`src/common/rvPkg.sv`:
```
// ####################
// shared types for the multicycle RV32I core
// opcodes, mux selects, ALU codes, instruction views
// ####################

package rvPkg;

	parameter int xlen = 32;

	// base opcodes of the supported instruction classes
	typedef enum logic [6:0] {
		rType      = 7'b0110011,
		iTypeLogic = 7'b0010011,
		iTypeLoad  = 7'b0000011,
		sType      = 7'b0100011,
		bType      = 7'b1100011,
		jType      = 7'b1101111
	} opcode_t;

	// memory address source
	typedef enum logic {
		adrPc     = 1'b0,
		adrResult = 1'b1
	} adrSrc_t;

	typedef enum logic [1:0] {
		srcAPc    = 2'b00,
		srcAOldPc = 2'b01,
		srcARd1   = 2'b10
	} aluSrcA_t;

	typedef enum logic [1:0] {
		srcBRd2    = 2'b00,
		srcBImmExt = 2'b01,
		srcBFour   = 2'b10
	} aluSrcB_t;

	// aluResult bypasses the ALU-out register so fetch can load PC+4
	typedef enum logic [1:0] {
		resAluOut    = 2'b00,
		resMemData   = 2'b01,
		resAluResult = 2'b10
	} resultSrc_t;

	// operation class from the FSM
	typedef enum logic [1:0] {
		opAdd      = 2'b00,
		opSub      = 2'b01,
		opFunct    = 2'b10,
		opFunctImm = 2'b11
	} aluOp_t;

	typedef enum logic [2:0] {
		aluAdd = 3'b000,
		aluSub = 3'b001,
		aluAnd = 3'b010,
		aluOr  = 3'b011,
		aluSlt = 3'b101
	} aluCtrl_t;

	// one instruction word, seen through each encoding format
	typedef union packed {
		struct packed {
			logic [6:0] funct7;
			logic [4:0] rs2;
			logic [4:0] rs1;
			logic [2:0] funct3;
			logic [4:0] rd;
			opcode_t    opcode;
		} r;
		struct packed {
			logic [11:0] imm;
			logic [4:0]  rs1;
			logic [2:0]  funct3;
			logic [4:0]  rd;
			opcode_t     opcode;
		} i;
		struct packed {
			logic [6:0] immHi;
			logic [4:0] rs2;
			logic [4:0] rs1;
			logic [2:0] funct3;
			logic [4:0] immLo;
			opcode_t    opcode;
		} s;
		logic [31:0] raw;
	} instr_t;

endpackage
```
`src/rvCore.sv`:
```
// ####################
// multicycle RV32I core top with one shared memory port
// ####################

`timescale 1ns/100ps

module rvCore #(
	parameter logic [rvPkg::xlen-1:0] resetVector = '0
) (
	input  logic                   clk,
	input  logic                   reset,
	input  logic [rvPkg::xlen-1:0] memReadData,
	output logic [rvPkg::xlen-1:0] memAddr,
	output logic [rvPkg::xlen-1:0] memWriteData,
	output logic                   memWrite
);
	import rvPkg::*;

	adrSrc_t    adrSrc;
	logic       irWrite;
	logic       regWrite;
	logic       pcWrite;
	aluSrcA_t   aluSrcA;
	aluSrcB_t   aluSrcB;
	resultSrc_t resultSrc;
	aluOp_t     aluOp;
	aluCtrl_t   aluCtrl;
	opcode_t    opcode;
	logic [2:0] funct3;
	logic       funct7b5;
	logic       opcodeB5;
	logic       zero;

	controlFsm uControlFsm (
		.clk       (clk),
		.reset     (reset),
		.opcode    (opcode),
		.zero      (zero),
		.adrSrc    (adrSrc),
		.irWrite   (irWrite),
		.regWrite  (regWrite),
		.pcWrite   (pcWrite),
		.memWrite  (memWrite),
		.aluSrcA   (aluSrcA),
		.aluSrcB   (aluSrcB),
		.resultSrc (resultSrc),
		.aluOp     (aluOp)
	);

	aluDecoder uAluDecoder (
		.aluOp    (aluOp),
		.funct3   (funct3),
		.funct7b5 (funct7b5),
		.opcodeB5 (opcodeB5),
		.aluCtrl  (aluCtrl)
	);

	multicycleDatapath #(
		.resetVector (resetVector)
	) uDatapath (
		.clk          (clk),
		.reset        (reset),
		.adrSrc       (adrSrc),
		.irWrite      (irWrite),
		.regWrite     (regWrite),
		.pcWrite      (pcWrite),
		.memWrite     (memWrite),
		.aluSrcA      (aluSrcA),
		.aluSrcB      (aluSrcB),
		.resultSrc    (resultSrc),
		.aluCtrl      (aluCtrl),
		.memReadData  (memReadData),
		.opcode       (opcode),
		.funct3       (funct3),
		.funct7b5     (funct7b5),
		.opcodeB5     (opcodeB5),
		.zero         (zero),
		.memAddr      (memAddr),
		.memWriteData (memWriteData)
	);

endmodule

```
`src/control/aluDecoder.sv`:
```
// ####################
// ALU decoder, op class and funct bits to ALU control
// ####################

`timescale 1ns/100ps

module aluDecoder (
	input  rvPkg::aluOp_t   aluOp,
	input  logic [2:0]      funct3,
	input  logic            funct7b5,
	input  logic            opcodeB5,
	output rvPkg::aluCtrl_t aluCtrl
);
	import rvPkg::*;

	logic isSub;

	// sub only for R-type with funct7 bit 5 set, never for addi
	assign isSub = (aluOp == opFunct) && funct7b5 && opcodeB5;

	always_comb begin
		case (aluOp)
			opAdd: aluCtrl = aluAdd;
			opSub: aluCtrl = aluSub;
			default: begin
				case (funct3)
					3'b000:  aluCtrl = isSub ? aluSub : aluAdd;
					3'b010:  aluCtrl = aluSlt;
					3'b110:  aluCtrl = aluOr;
					3'b111:  aluCtrl = aluAnd;
					default: aluCtrl = aluAdd;
				endcase
			end
		endcase
	end

endmodule

```
`src/control/controlFsm.sv`:
```
// ####################
// Moore control FSM, steps each instruction through its states
// ####################

`timescale 1ns/100ps

module controlFsm (
	input  logic              clk,
	input  logic              reset,
	input  rvPkg::opcode_t     opcode,
	input  logic              zero,
	output rvPkg::adrSrc_t     adrSrc,
	output logic              irWrite,
	output logic              regWrite,
	output logic              pcWrite,
	output logic              memWrite,
	output rvPkg::aluSrcA_t    aluSrcA,
	output rvPkg::aluSrcB_t    aluSrcB,
	output rvPkg::resultSrc_t  resultSrc,
	output rvPkg::aluOp_t      aluOp
);
	import rvPkg::*;

	typedef enum logic [3:0] {
		stFetch,
		stDecode,
		stExecuteR,
		stExecuteI,
		stJump,
		stMemAdr,
		stMemRead,
		stMemWrite,
		stMemWb,
		stAluWb,
		stBranchEq
	} state_t;

	state_t state;
	state_t nextState;

	always_ff @(posedge clk) begin
		if (reset) begin
			state <= stFetch;
		end else begin
			state <= nextState;
		end
	end

	always_comb begin
		case (state)
			stFetch: nextState = stDecode;
			stDecode: begin
				// unknown opcodes park here until reset
				case (opcode)
					rType:      nextState = stExecuteR;
					iTypeLogic: nextState = stExecuteI;
					iTypeLoad:  nextState = stMemAdr;
					sType:      nextState = stMemAdr;
					bType:      nextState = stBranchEq;
					jType:      nextState = stJump;
					default:    nextState = stDecode;
				endcase
			end
			stExecuteR: nextState = stAluWb;
			stExecuteI: nextState = stAluWb;
			stJump:     nextState = stAluWb;
			stMemAdr: begin
				if (opcode == iTypeLoad) begin
					nextState = stMemRead;
				end else if (opcode == sType) begin
					nextState = stMemWrite;
				end else begin
					nextState = stMemAdr;
				end
			end
			stMemRead: nextState = stMemWb;
			default:   nextState = stFetch;
		endcase
	end

	// outputs depend on state only, apart from the branch decision
	always_comb begin
		adrSrc    = adrPc;
		irWrite   = 1'b0;
		regWrite  = 1'b0;
		pcWrite   = 1'b0;
		memWrite  = 1'b0;
		aluSrcA   = srcAPc;
		aluSrcB   = srcBRd2;
		resultSrc = resAluOut;
		aluOp     = opAdd;
		case (state)
			stFetch: begin
				// PC+4 straight from the ALU into PC
				irWrite   = 1'b1;
				pcWrite   = 1'b1;
				aluSrcB   = srcBFour;
				resultSrc = resAluResult;
			end
			stDecode: begin
				// branch/jump target parked in ALU out
				aluSrcA = srcAOldPc;
				aluSrcB = srcBImmExt;
			end
			stExecuteR: begin
				aluSrcA = srcARd1;
				aluOp   = opFunct;
			end
			stExecuteI: begin
				aluSrcA = srcARd1;
				aluSrcB = srcBImmExt;
				aluOp   = opFunctImm;
			end
			stJump: begin
				// target into PC, link address into ALU out
				aluSrcA = srcAOldPc;
				aluSrcB = srcBFour;
				pcWrite = 1'b1;
			end
			stMemAdr: begin
				aluSrcA = srcARd1;
				aluSrcB = srcBImmExt;
			end
			stMemRead: adrSrc = adrResult;
			stMemWrite: begin
				adrSrc   = adrResult;
				memWrite = 1'b1;
			end
			stMemWb: begin
				resultSrc = resMemData;
				regWrite  = 1'b1;
			end
			stAluWb: regWrite = 1'b1;
			stBranchEq: begin
				aluSrcA = srcARd1;
				aluOp   = opSub;
				pcWrite = zero;
			end
			default: ;
		endcase
	end

	assert property (@(posedge clk) disable iff (reset) !(regWrite && memWrite));

	// every instruction restarts from fetch after reset
	assert property (@(posedge clk) reset |=> (state == stFetch));

endmodule

```
`src/datapath/multicycleDatapath.sv`:
```
// ####################
// multicycle datapath, state registers and source muxes
// ####################

`timescale 1ns/100ps

module multicycleDatapath #(
	parameter logic [rvPkg::xlen-1:0] resetVector = '0
) (
	input  logic                   clk,
	input  logic                   reset,
	input  rvPkg::adrSrc_t         adrSrc,
	input  logic                   irWrite,
	input  logic                   regWrite,
	input  logic                   pcWrite,
	input  logic                   memWrite,
	input  rvPkg::aluSrcA_t        aluSrcA,
	input  rvPkg::aluSrcB_t        aluSrcB,
	input  rvPkg::resultSrc_t      resultSrc,
	input  rvPkg::aluCtrl_t        aluCtrl,
	input  logic [rvPkg::xlen-1:0] memReadData,
	output rvPkg::opcode_t         opcode,
	output logic [2:0]             funct3,
	output logic                   funct7b5,
	output logic                   opcodeB5,
	output logic                   zero,
	output logic [rvPkg::xlen-1:0] memAddr,
	output logic [rvPkg::xlen-1:0] memWriteData
);
	import rvPkg::*;

	logic [xlen-1:0] pc;
	logic [xlen-1:0] oldPc;
	instr_t          instr;
	logic [xlen-1:0] aReg;
	logic [xlen-1:0] bReg;
	logic [xlen-1:0] aluOut;
	logic [xlen-1:0] memData;
	logic [xlen-1:0] rd1;
	logic [xlen-1:0] rd2;
	logic [xlen-1:0] immExt;
	logic [xlen-1:0] srcA;
	logic [xlen-1:0] srcB;
	logic [xlen-1:0] aluResult;
	logic [xlen-1:0] result;

	always_ff @(posedge clk) begin
		if (reset) begin
			pc <= resetVector;
		end else if (pcWrite) begin
			pc <= result;
		end
	end

	// old PC is captured with the instruction it belongs to
	always_ff @(posedge clk) begin
		if (irWrite) begin
			oldPc     <= pc;
			instr.raw <= memReadData;
		end
		aReg    <= rd1;
		bReg    <= rd2;
		aluOut  <= aluResult;
		memData <= memReadData;
	end

	regFile uRegFile (
		.clk (clk),
		.ra1 (instr.r.rs1),
		.ra2 (instr.r.rs2),
		.wa  (instr.r.rd),
		.we  (regWrite),
		.wd  (result),
		.rd1 (rd1),
		.rd2 (rd2)
	);

	immExtend uImmExtend (
		.instr  (instr),
		.opcode (instr.r.opcode),
		.immExt (immExt)
	);

	always_comb begin
		case (aluSrcA)
			srcAPc:    srcA = pc;
			srcAOldPc: srcA = oldPc;
			srcARd1:   srcA = aReg;
			default:   srcA = '0;
		endcase
	end

	always_comb begin
		case (aluSrcB)
			srcBRd2:    srcB = bReg;
			srcBImmExt: srcB = immExt;
			srcBFour:   srcB = xlen'(4);
			default:    srcB = '0;
		endcase
	end

	alu uAlu (
		.a       (srcA),
		.b       (srcB),
		.aluCtrl (aluCtrl),
		.result  (aluResult),
		.zero    (zero)
	);

	always_comb begin
		case (resultSrc)
			resAluOut:    result = aluOut;
			resMemData:   result = memData;
			resAluResult: result = aluResult;
			default:      result = aluOut;
		endcase
	end

	assign memAddr      = (adrSrc == adrPc) ? pc : result;
	assign memWriteData = bReg;

	// decode fields for the control path
	assign opcode   = instr.r.opcode;
	assign funct3   = instr.r.funct3;
	assign funct7b5 = instr.r.funct7[5];
	assign opcodeB5 = instr.raw[5];

	// a store goes to the computed address with the instruction held
	assert property (@(posedge clk) disable iff (reset)
		memWrite |-> (adrSrc == adrResult) && !irWrite);

endmodule

```
`src/datapath/alu.sv`:
```
// ####################
// 32-bit ALU with zero flag
// ####################

`timescale 1ns/100ps

module alu (
	input  logic [rvPkg::xlen-1:0] a,
	input  logic [rvPkg::xlen-1:0] b,
	input  rvPkg::aluCtrl_t        aluCtrl,
	output logic [rvPkg::xlen-1:0] result,
	output logic                   zero
);
	import rvPkg::*;

	logic lessThan;

	// signed compare for slt
	assign lessThan = $signed(a) < $signed(b);

	always_comb begin
		case (aluCtrl)
			aluAdd:  result = a + b;
			aluSub:  result = a - b;
			aluAnd:  result = a & b;
			aluOr:   result = a | b;
			aluSlt:  result = {{(xlen-1){1'b0}}, lessThan};
			default: result = '0;
		endcase
	end

	assign zero = (result == '0);

endmodule

```
`src/datapath/immExtend.sv`:
```
// ####################
// immediate extender for I, S, B and J formats
// ####################

`timescale 1ns/100ps

module immExtend (
	input  rvPkg::instr_t          instr,
	input  rvPkg::opcode_t         opcode,
	output logic [rvPkg::xlen-1:0] immExt
);
	import rvPkg::*;

	always_comb begin
		case (opcode)
			iTypeLogic, iTypeLoad: begin
				immExt = {{20{instr.i.imm[11]}}, instr.i.imm};
			end
			sType: begin
				immExt = {{20{instr.s.immHi[6]}}, instr.s.immHi, instr.s.immLo};
			end
			bType: begin
				// imm[12|10:5] in immHi, imm[4:1|11] in immLo
				immExt = {{19{instr.s.immHi[6]}}, instr.s.immHi[6], instr.s.immLo[0],
					instr.s.immHi[5:0], instr.s.immLo[4:1], 1'b0};
			end
			jType: begin
				// J bits are scattered over funct7, rs2, rs1 and funct3
				immExt = {{11{instr.r.funct7[6]}}, instr.r.funct7[6], instr.r.rs1,
					instr.r.funct3, instr.r.rs2[0], instr.r.funct7[5:0],
					instr.r.rs2[4:1], 1'b0};
			end
			default: immExt = '0;
		endcase
	end

endmodule

```
`src/datapath/regFile.sv`:
```
// ####################
// register file, two reads and one write, x0 reads zero
// ####################

`timescale 1ns/100ps

module regFile (
	input  logic                  clk,
	input  logic [4:0]            ra1,
	input  logic [4:0]            ra2,
	input  logic [4:0]            wa,
	input  logic                  we,
	input  logic [rvPkg::xlen-1:0] wd,
	output logic [rvPkg::xlen-1:0] rd1,
	output logic [rvPkg::xlen-1:0] rd2
);
	import rvPkg::*;

	logic [xlen-1:0] regs [32];

	always_ff @(posedge clk) begin
		if (we && (wa != 5'd0)) begin
			regs[wa] <= wd;
		end
	end

	assign rd1 = (ra1 == 5'd0) ? '0 : regs[ra1];
	assign rd2 = (ra2 == 5'd0) ? '0 : regs[ra2];

	assert property (@(posedge clk) (ra1 == 5'd0) |-> (rd1 == '0));
	assert property (@(posedge clk) (ra2 == 5'd0) |-> (rd2 == '0));

endmodule

```
`config.mk`:
```
export PLATFORM = sky130hd
export DESIGN_NAME = rvCore
export DESIGN_NICKNAME = d
export VERILOG_FILES = /design/src/common/rvPkg.sv /design/src/rvCore.sv /design/src/control/aluDecoder.sv /design/src/control/controlFsm.sv /design/src/datapath/multicycleDatapath.sv /design/src/datapath/alu.sv /design/src/datapath/immExtend.sv /design/src/datapath/regFile.sv
export SDC_FILE = /design/constraint.sdc
export NUM_CORES = 2
export LEC_CHECK = 0
export BUFFER_PORTS_ARGS = -buffer_cell sky130_fd_sc_hd__buf_2
export CAP_MARGIN = 20
export CORE_MARGIN = 2
export CORE_UTILIZATION = 45
export DETAILED_ROUTE_END_ITERATION = 12
export HOLD_SLACK_MARGIN = 0.05
export PLACE_DENSITY = 0.68
export SETUP_SLACK_MARGIN = 0.15
export SYNTH_ARGS = -nofsm -noshare
export SYNTH_HDL_FRONTEND = slang
export SYNTH_HIERARCHICAL = 1
export SYNTH_SLANG_ARGS = --single-unit
```
`constraint.sdc`:
```
create_clock -name clk -period 14.7 [get_ports clk]
set_input_delay 2.205 -clock clk [delete_from_list [all_inputs] [get_ports clk]]
set_output_delay 2.205 -clock clk [all_outputs]
set_load 0.02 [all_outputs]
```
Yosys cells after proc, flatten, opt, wreduce, memory -nomap -nowiden
Memories as Yosys holds them, arrays and structs flattened. A register that Yosys moved wholly into a read port is not among the register bits.
Cells that the tools add are included.

storage, ports and cells
  register bits after elaboration = 164
  RAM bits = 1024
  input port bits = 34
  output and inout bits = 65
  logic and storage cells = 89
  memories = 1

cells by class
  add/subtract/negate cells = 2
  $lt $le $gt $ge = 1
  eq/ne operators = 31
  multiplexer cells = 24
  bitwise logic cells = 2
  reductions and logical operators = 22

memories
  name                     words  width  rd ports  clocked after memory_dff  write ports  line           source
  uDatapath.uRegFile.regs  32     32     2         2                         1            regFile.sv:19  logic [xlen-1:0] regs [32];

operator list
  cell                  number
  $pmux W32 S3          2
  $pmux W32 S5          1
  $pmux W32 S4          1
  $pmux W32 S2          1
  $pmux W4 S5           2
  $add A32 B32 Y32      1
  $and A32 B32 Y32      1
  $logic_not A32 Y1     1
  $lt A32 B32 Y1        1
  $mux W32              1
  $or A32 B32 Y32       1
  $sub A32 B32 Y32      1
  $eq A4 B3 Y1 const B  4
  $eq A7 B6 Y1 const B  2
  $eq A7 B7 Y1 const B  2
  $eq A4 B4 Y1 const B  3
  $pmux W2 S2           3
  $pmux W3 S4           1
  $reduce_or A2 Y1      6
  $logic_not A5 Y1      2
  $eq A3 B2 Y1 const B  3
  $eq A3 B3 Y1 const B  3
  $eq A2 B1 Y1 const B  4
  $eq A2 B2 Y1 const B  4
  other kinds (18)      31

Logic depth before layout (Yosys ltp)
  depth after elaboration = 12
  mapped depth = 30
  mapped depth without buffers = 24

By module
The synthesis kept the hierarchy.

by module, submodules not included
  module              times used  cells an instance  area an instance (um^2)  seq. area each (um^2)
  regFile             1           2564               47904.7                  30749.5
  multicycleDatapath  1           723                8785.9                   5124.9
  alu                 1           818                5365.1                   0.0
  immExtend           1           65                 474.2                    0.0
  controlFsm          1           56                 399.1                    80.1
  aluDecoder          1           7                  48.8                     0.0

Worst setup path before layout
Ideal clock, no wire load.

  kind = register to output
  start = register uControlFsm.state[0]
  end = output memAddr[10] in the netlist's numbering
  arrival time = 8613 ps
  data required time = 12495 ps
  path slack = 3882 ps
  stages on the path, launching flop included = 9
  path through = dfxtp_1 -> buf_4 -> nor4_1 -> buf_4 -> ha_1 -> buf_6 -> nand2b_1 -> clkbuf_1 -> o221ai_1

RTL lines
  what                                                     line                       source
  from (decl)                                              controlFsm.sv:38           state_t state;
  from (signal assigned)                                   controlFsm.sv:43           state <= stFetch;
  from (signal assigned)                                   controlFsm.sv:45           state <= nextState;
  $eq A4 B4 Y1 / $logic_not A4 Y1 (equally long branches)  controlFsm.sv:92           case (state)
  $pmux W2 S2 (*)                                          controlFsm.sv:92
  net resultSrc[1]                                         rvCore.sv:25               resultSrc_t resultSrc;
  $eq A2 B2 Y1 / $eq A2 B1 Y1 (equally long branches)      multicycleDatapath.sv:111  case (resultSrc)
  $pmux W32 S2 (*)                                         multicycleDatapath.sv:111
  $mux W32 (*)                                             multicycleDatapath.sv:119  assign memAddr = (adrSrc == adrPc) ? pc : result;
  to (decl)                                                rvCore.sv:13               output logic [rvPkg::xlen-1:0] memAddr,

Mark *: on every way through the listed nets, which the timed path passes. The rest lies on a longest branch.

Final worst setup path
  start = register uControlFsm.state[3]
  end = output memAddr[22] in the netlist's numbering

RTL lines
  what                                                                   line                       source
  $eq A4 B3 Y1 (tied with other cells)                                   controlFsm.sv:92
  $reduce_or A4 Y1 (no line) / $reduce_or A2 Y1 (equally long branches)  -
  $pmux W2 S2 (*)                                                        controlFsm.sv:92
  net aluSrcA[1]                                                         rvCore.sv:23               aluSrcA_t aluSrcA;
  $eq A2 B2 Y1 (tied with other cells)                                   multicycleDatapath.sv:85   case (aluSrcA)
  $pmux W32 S3 (*)                                                       multicycleDatapath.sv:85
  net uDatapath.srcA[11]                                                 multicycleDatapath.sv:42   logic [xlen-1:0] srcA;
  $sub A32 B32 Y32 / $add A32 B32 Y32 (equally long branches)            alu.sv:24, alu.sv:23
  $pmux W32 S5 (*)                                                       alu.sv:22                  case (aluCtrl)
  net uDatapath.aluResult[22]                                            multicycleDatapath.sv:44   logic [xlen-1:0] aluResult;
  $pmux W32 S2 (*)                                                       multicycleDatapath.sv:111
  $mux W32 (*)                                                           multicycleDatapath.sv:119

Marks and branches as above.

==> results.yml <==
grt:
  grt_max_degree: 123
  grt.total_usage_pct: 28.9
  antenna_found_initial: 15
  grt_overflow: 0
  grt_pass1_vias: 40900
  grt_first_pass_wirelength_um: 296000
power_and_ir_drop:
  p_switching_w: 0.00276
  p_int_w: 0.00674
  clkPwrFrac_pct: 34.7
  total_power_w: 0.00950
  power_frac_comb_pct: 19.1
  switching_share_pct: 29.1
  irDropWorstVdd_mv: 0.128
  seq_power_share_pct: 46.2
  p_leak_nw: 23.9
  powerDensity_mw_per_mm2: 136
final_layout:
  area.growth.synth_to_final_pct: 11.1
  nNetsFinal: 4424
  regArea_sq_mm: 0.0360
  drive_above_1_share_pct: 22.9
  fillers: 11600
  multi_input_area_sq_mm: 0.0251
route:
  totalWireLength_um: 210000
  vias_per_cell: 6.78
  wl_per_cell_um: 33.5
  vias: 42500
  drtPass1Iterations: 6
  ant_nets: 0
  remaining_drc_errors: 0
  drtIter0Drc: 5994
sta:
  hold_viol: 0
  finalClockSkew_ns: 0.0372
  grt_setup_unrepaired: "false"
  tns_ns: 0
  slew_viol_final: 0
  tightest_slew_ns: 1.06
  max_slew_margin_pct: 29.2
  setup_violations: 0
  max_freq_ghz: 0.103
  layout_min_cycle_time_ns: 9.75
  timing.final.crit_share_pct: 66.3
clock_tree:
  cts_buffers: 132
  cts_setup_buffers: 0
  cts.repair.resized: 0
  clock_sinks: 1252
  cts_hold_buffers: 0
  clk_latency_ns: 0.77
  clk_pin_slew_ns: 0.06
  htreeDepth: 4
  root_buffer: "clkbuf_16"
  cts_tree: "yes"
  cts_max_path_buffers: 3
worst_setup_path:
  critPathMaxFanout: 33
  cp.arrival_ns: 7.55
  path_cells: "nand2b_1, nor2_1, a21o_2, buf_4, nor2b_2, buf_4, o2bb2ai_1, inv_1, ha_1, or4_1, a211oi_1, a2111oi_0, o21ai_1, nand3_1, a22o_1, xnor2_1, o22ai_1, a22oi_1, o221ai_1, buf_2"
  crit_top_cell: "buf_4"
  startpoint_type: "register"
  slowest_delay_ns: 0.70
  crit_buf_inv: 4
  cpMaxStageDelayCell: "dfxtp_1"
  critPathRequiredTime_ns: 12.49
  rrSetupSlack_ns: 5.84
  worstSetupEndpointType: "primary output"
  path_delay_family: "compound AO/OA/AOI/OAI gates"
  critPathKind: "reg -> out"
synthesis:
  synthTopCellsByCount: "edfxtp_1, mux2i_1, mux4_2"
  yosysMostFrequentCell: "edfxtp_1"
  synth.top_cell.area_share_pct: 51.9
  synth_seq_area_share_pct: 57.1
  avgSynthCellArea_sq_um: 14.9
  ys_async_sr_fraction_pct: 0
  syn-cell-area_sq_mm: 0.0630
  synth-edff-count: 1088
  synth_ff_type: "edfxtp_1"
  ys_top_cells_by_area: "edfxtp_1, mux4_2, mux2i_1"
  ys_ff_latch: 1252
  synth_top_cell_by_area: "edfxtp_1"
  synth_cell_types: 102
  ys_warn_count: 6
  synthCells: 4233
die:
  rows: 137
  top_level_ports: 99
  die_w_um: 378
  start_util_pct: 45.2
  core_area_sq_mm: 0.139
  fp.dieH_um: 378
  dieArea_sq_mm: 0.143
placement:
  port-buffer-count: 98
  dp_hpwl_um: 126000
  gp_congestion: 0.975
outcome:
  outcome: "complete, no violations"
hold_path:
  hold_class: "reg -> reg"
job:
  drv_cap: 0
## power by group through the flow
stage          Sequential, W  Combinational (W)  Clock (W)
3_5_place_dp         0.00446            0.00177          0
5_1_grt              0.00439            0.00192    0.00346
4_1_cts              0.00438            0.00178    0.00332
6_report             0.00439            0.00182    0.00329
2_1_floorplan        0.00441            0.00114          0
3_3_place_gp         0.00446            0.00175          0
## final timing paths
path,to,cells past startpoint,start
max,memAddr[22],20,uControlFsm/state[3]
min,uDatapath/oldPc[9],0,uDatapath/pc[9]
max reg2reg,uDatapath/pc[31],26,uControlFsm/state[3]
min reg2reg,uDatapath/oldPc[9],0,uDatapath/pc[9]
## per-stage QoR
step / cells / util (%) / setup WS (ns) / area, sq um / hold slack [ns]
after floorplan: 4264 / - / 3.88 / 63100 / 0.452
after detailed placement: 6020 / 47.2 / 5.89 / 65600 / 0.468
after global routing: 6265 / 50.2 / 4.54 / 69900 / 0.505
after CTS: 6263 / 50.2 / 5.04 / 69900 / 0.482
after global placement: 6020 / 47.2 / 5.95 / 65600 / 0.466
final: 6271 / 50.2 / 4.95 / 69900 / 0.483
## cells in the final DEF (no fill, tap or decap), types with 43 or more instances in the layout
master and instances:
a22oi_1 99, a21oi_1 109, edfxtp_1 1088, a221oi_1 43, buf_2 98, mux4_2 317
nand2_1 147, a211oi_1 68, nand3_1 72, nand4_1 44, dfxtp_1 164, nor2_1 138
nor2b_1 49, buf_4 128, clkbuf_16 140, nand2b_1 43, o21ai_0 97, ha_1 108
o221ai_1 100, inv_1 159, mux2_2 65, mux2i_1 387
## cells by family after synthesis
family / synth area share (%)
flip-flops: 57.1
adder cells (fa/ha/maj): 2.23
AO/OA/AOI/OAI: 10.1
other: 0.00595
multiplexers: 20.7
buffers and inverters: 3.96
XOR/XNOR: 0.348
AND/OR/NAND/NOR: 5.56
## state kept, by name (all words and copies together) (netlist names)
| register | cells |
|---|---|
| uDatapath/memData | 32 |
| uDatapath/pc | 32 |
| uDatapath/oldPc | 32 |
| uDatapath/uRegFile/regs | 1024 |
| uDatapath/memWriteData | 32 |
| uDatapath/aluOut | 32 |
| uControlFsm/state | 4 |
| uDatapath/aReg | 32 |
| uDatapath/instr | 32 |
## metal layers
| metal | GRT usage [%] | vias up | wire (um) |
|---|---|---|---|
| met2 | 45.7 | 2997 | 97700 |
| met4 | 12.2 | 14 | 9450 |
| li1 | - | 17200 | - |
| met1 | 38.0 | 21800 | 78100 |
| met5 | 0 | - | 89 |
| met3 | 7.30 | 584 | 24700 |
## area by class of cell
type / instances / area share (%)
sequential: 1252 / 51.4
timing repair buffer: 234 / 2.29
clock buffer: 189 / 5.52
inverter: 162 / 0.871
clock inverter: 54 / 0.596
tap: 1876 / 3.36
multi-input combinational: 2497 / 35.9
antenna: 7 / 0.0250
Note: power is estimated with default switching activity, not from simulation.
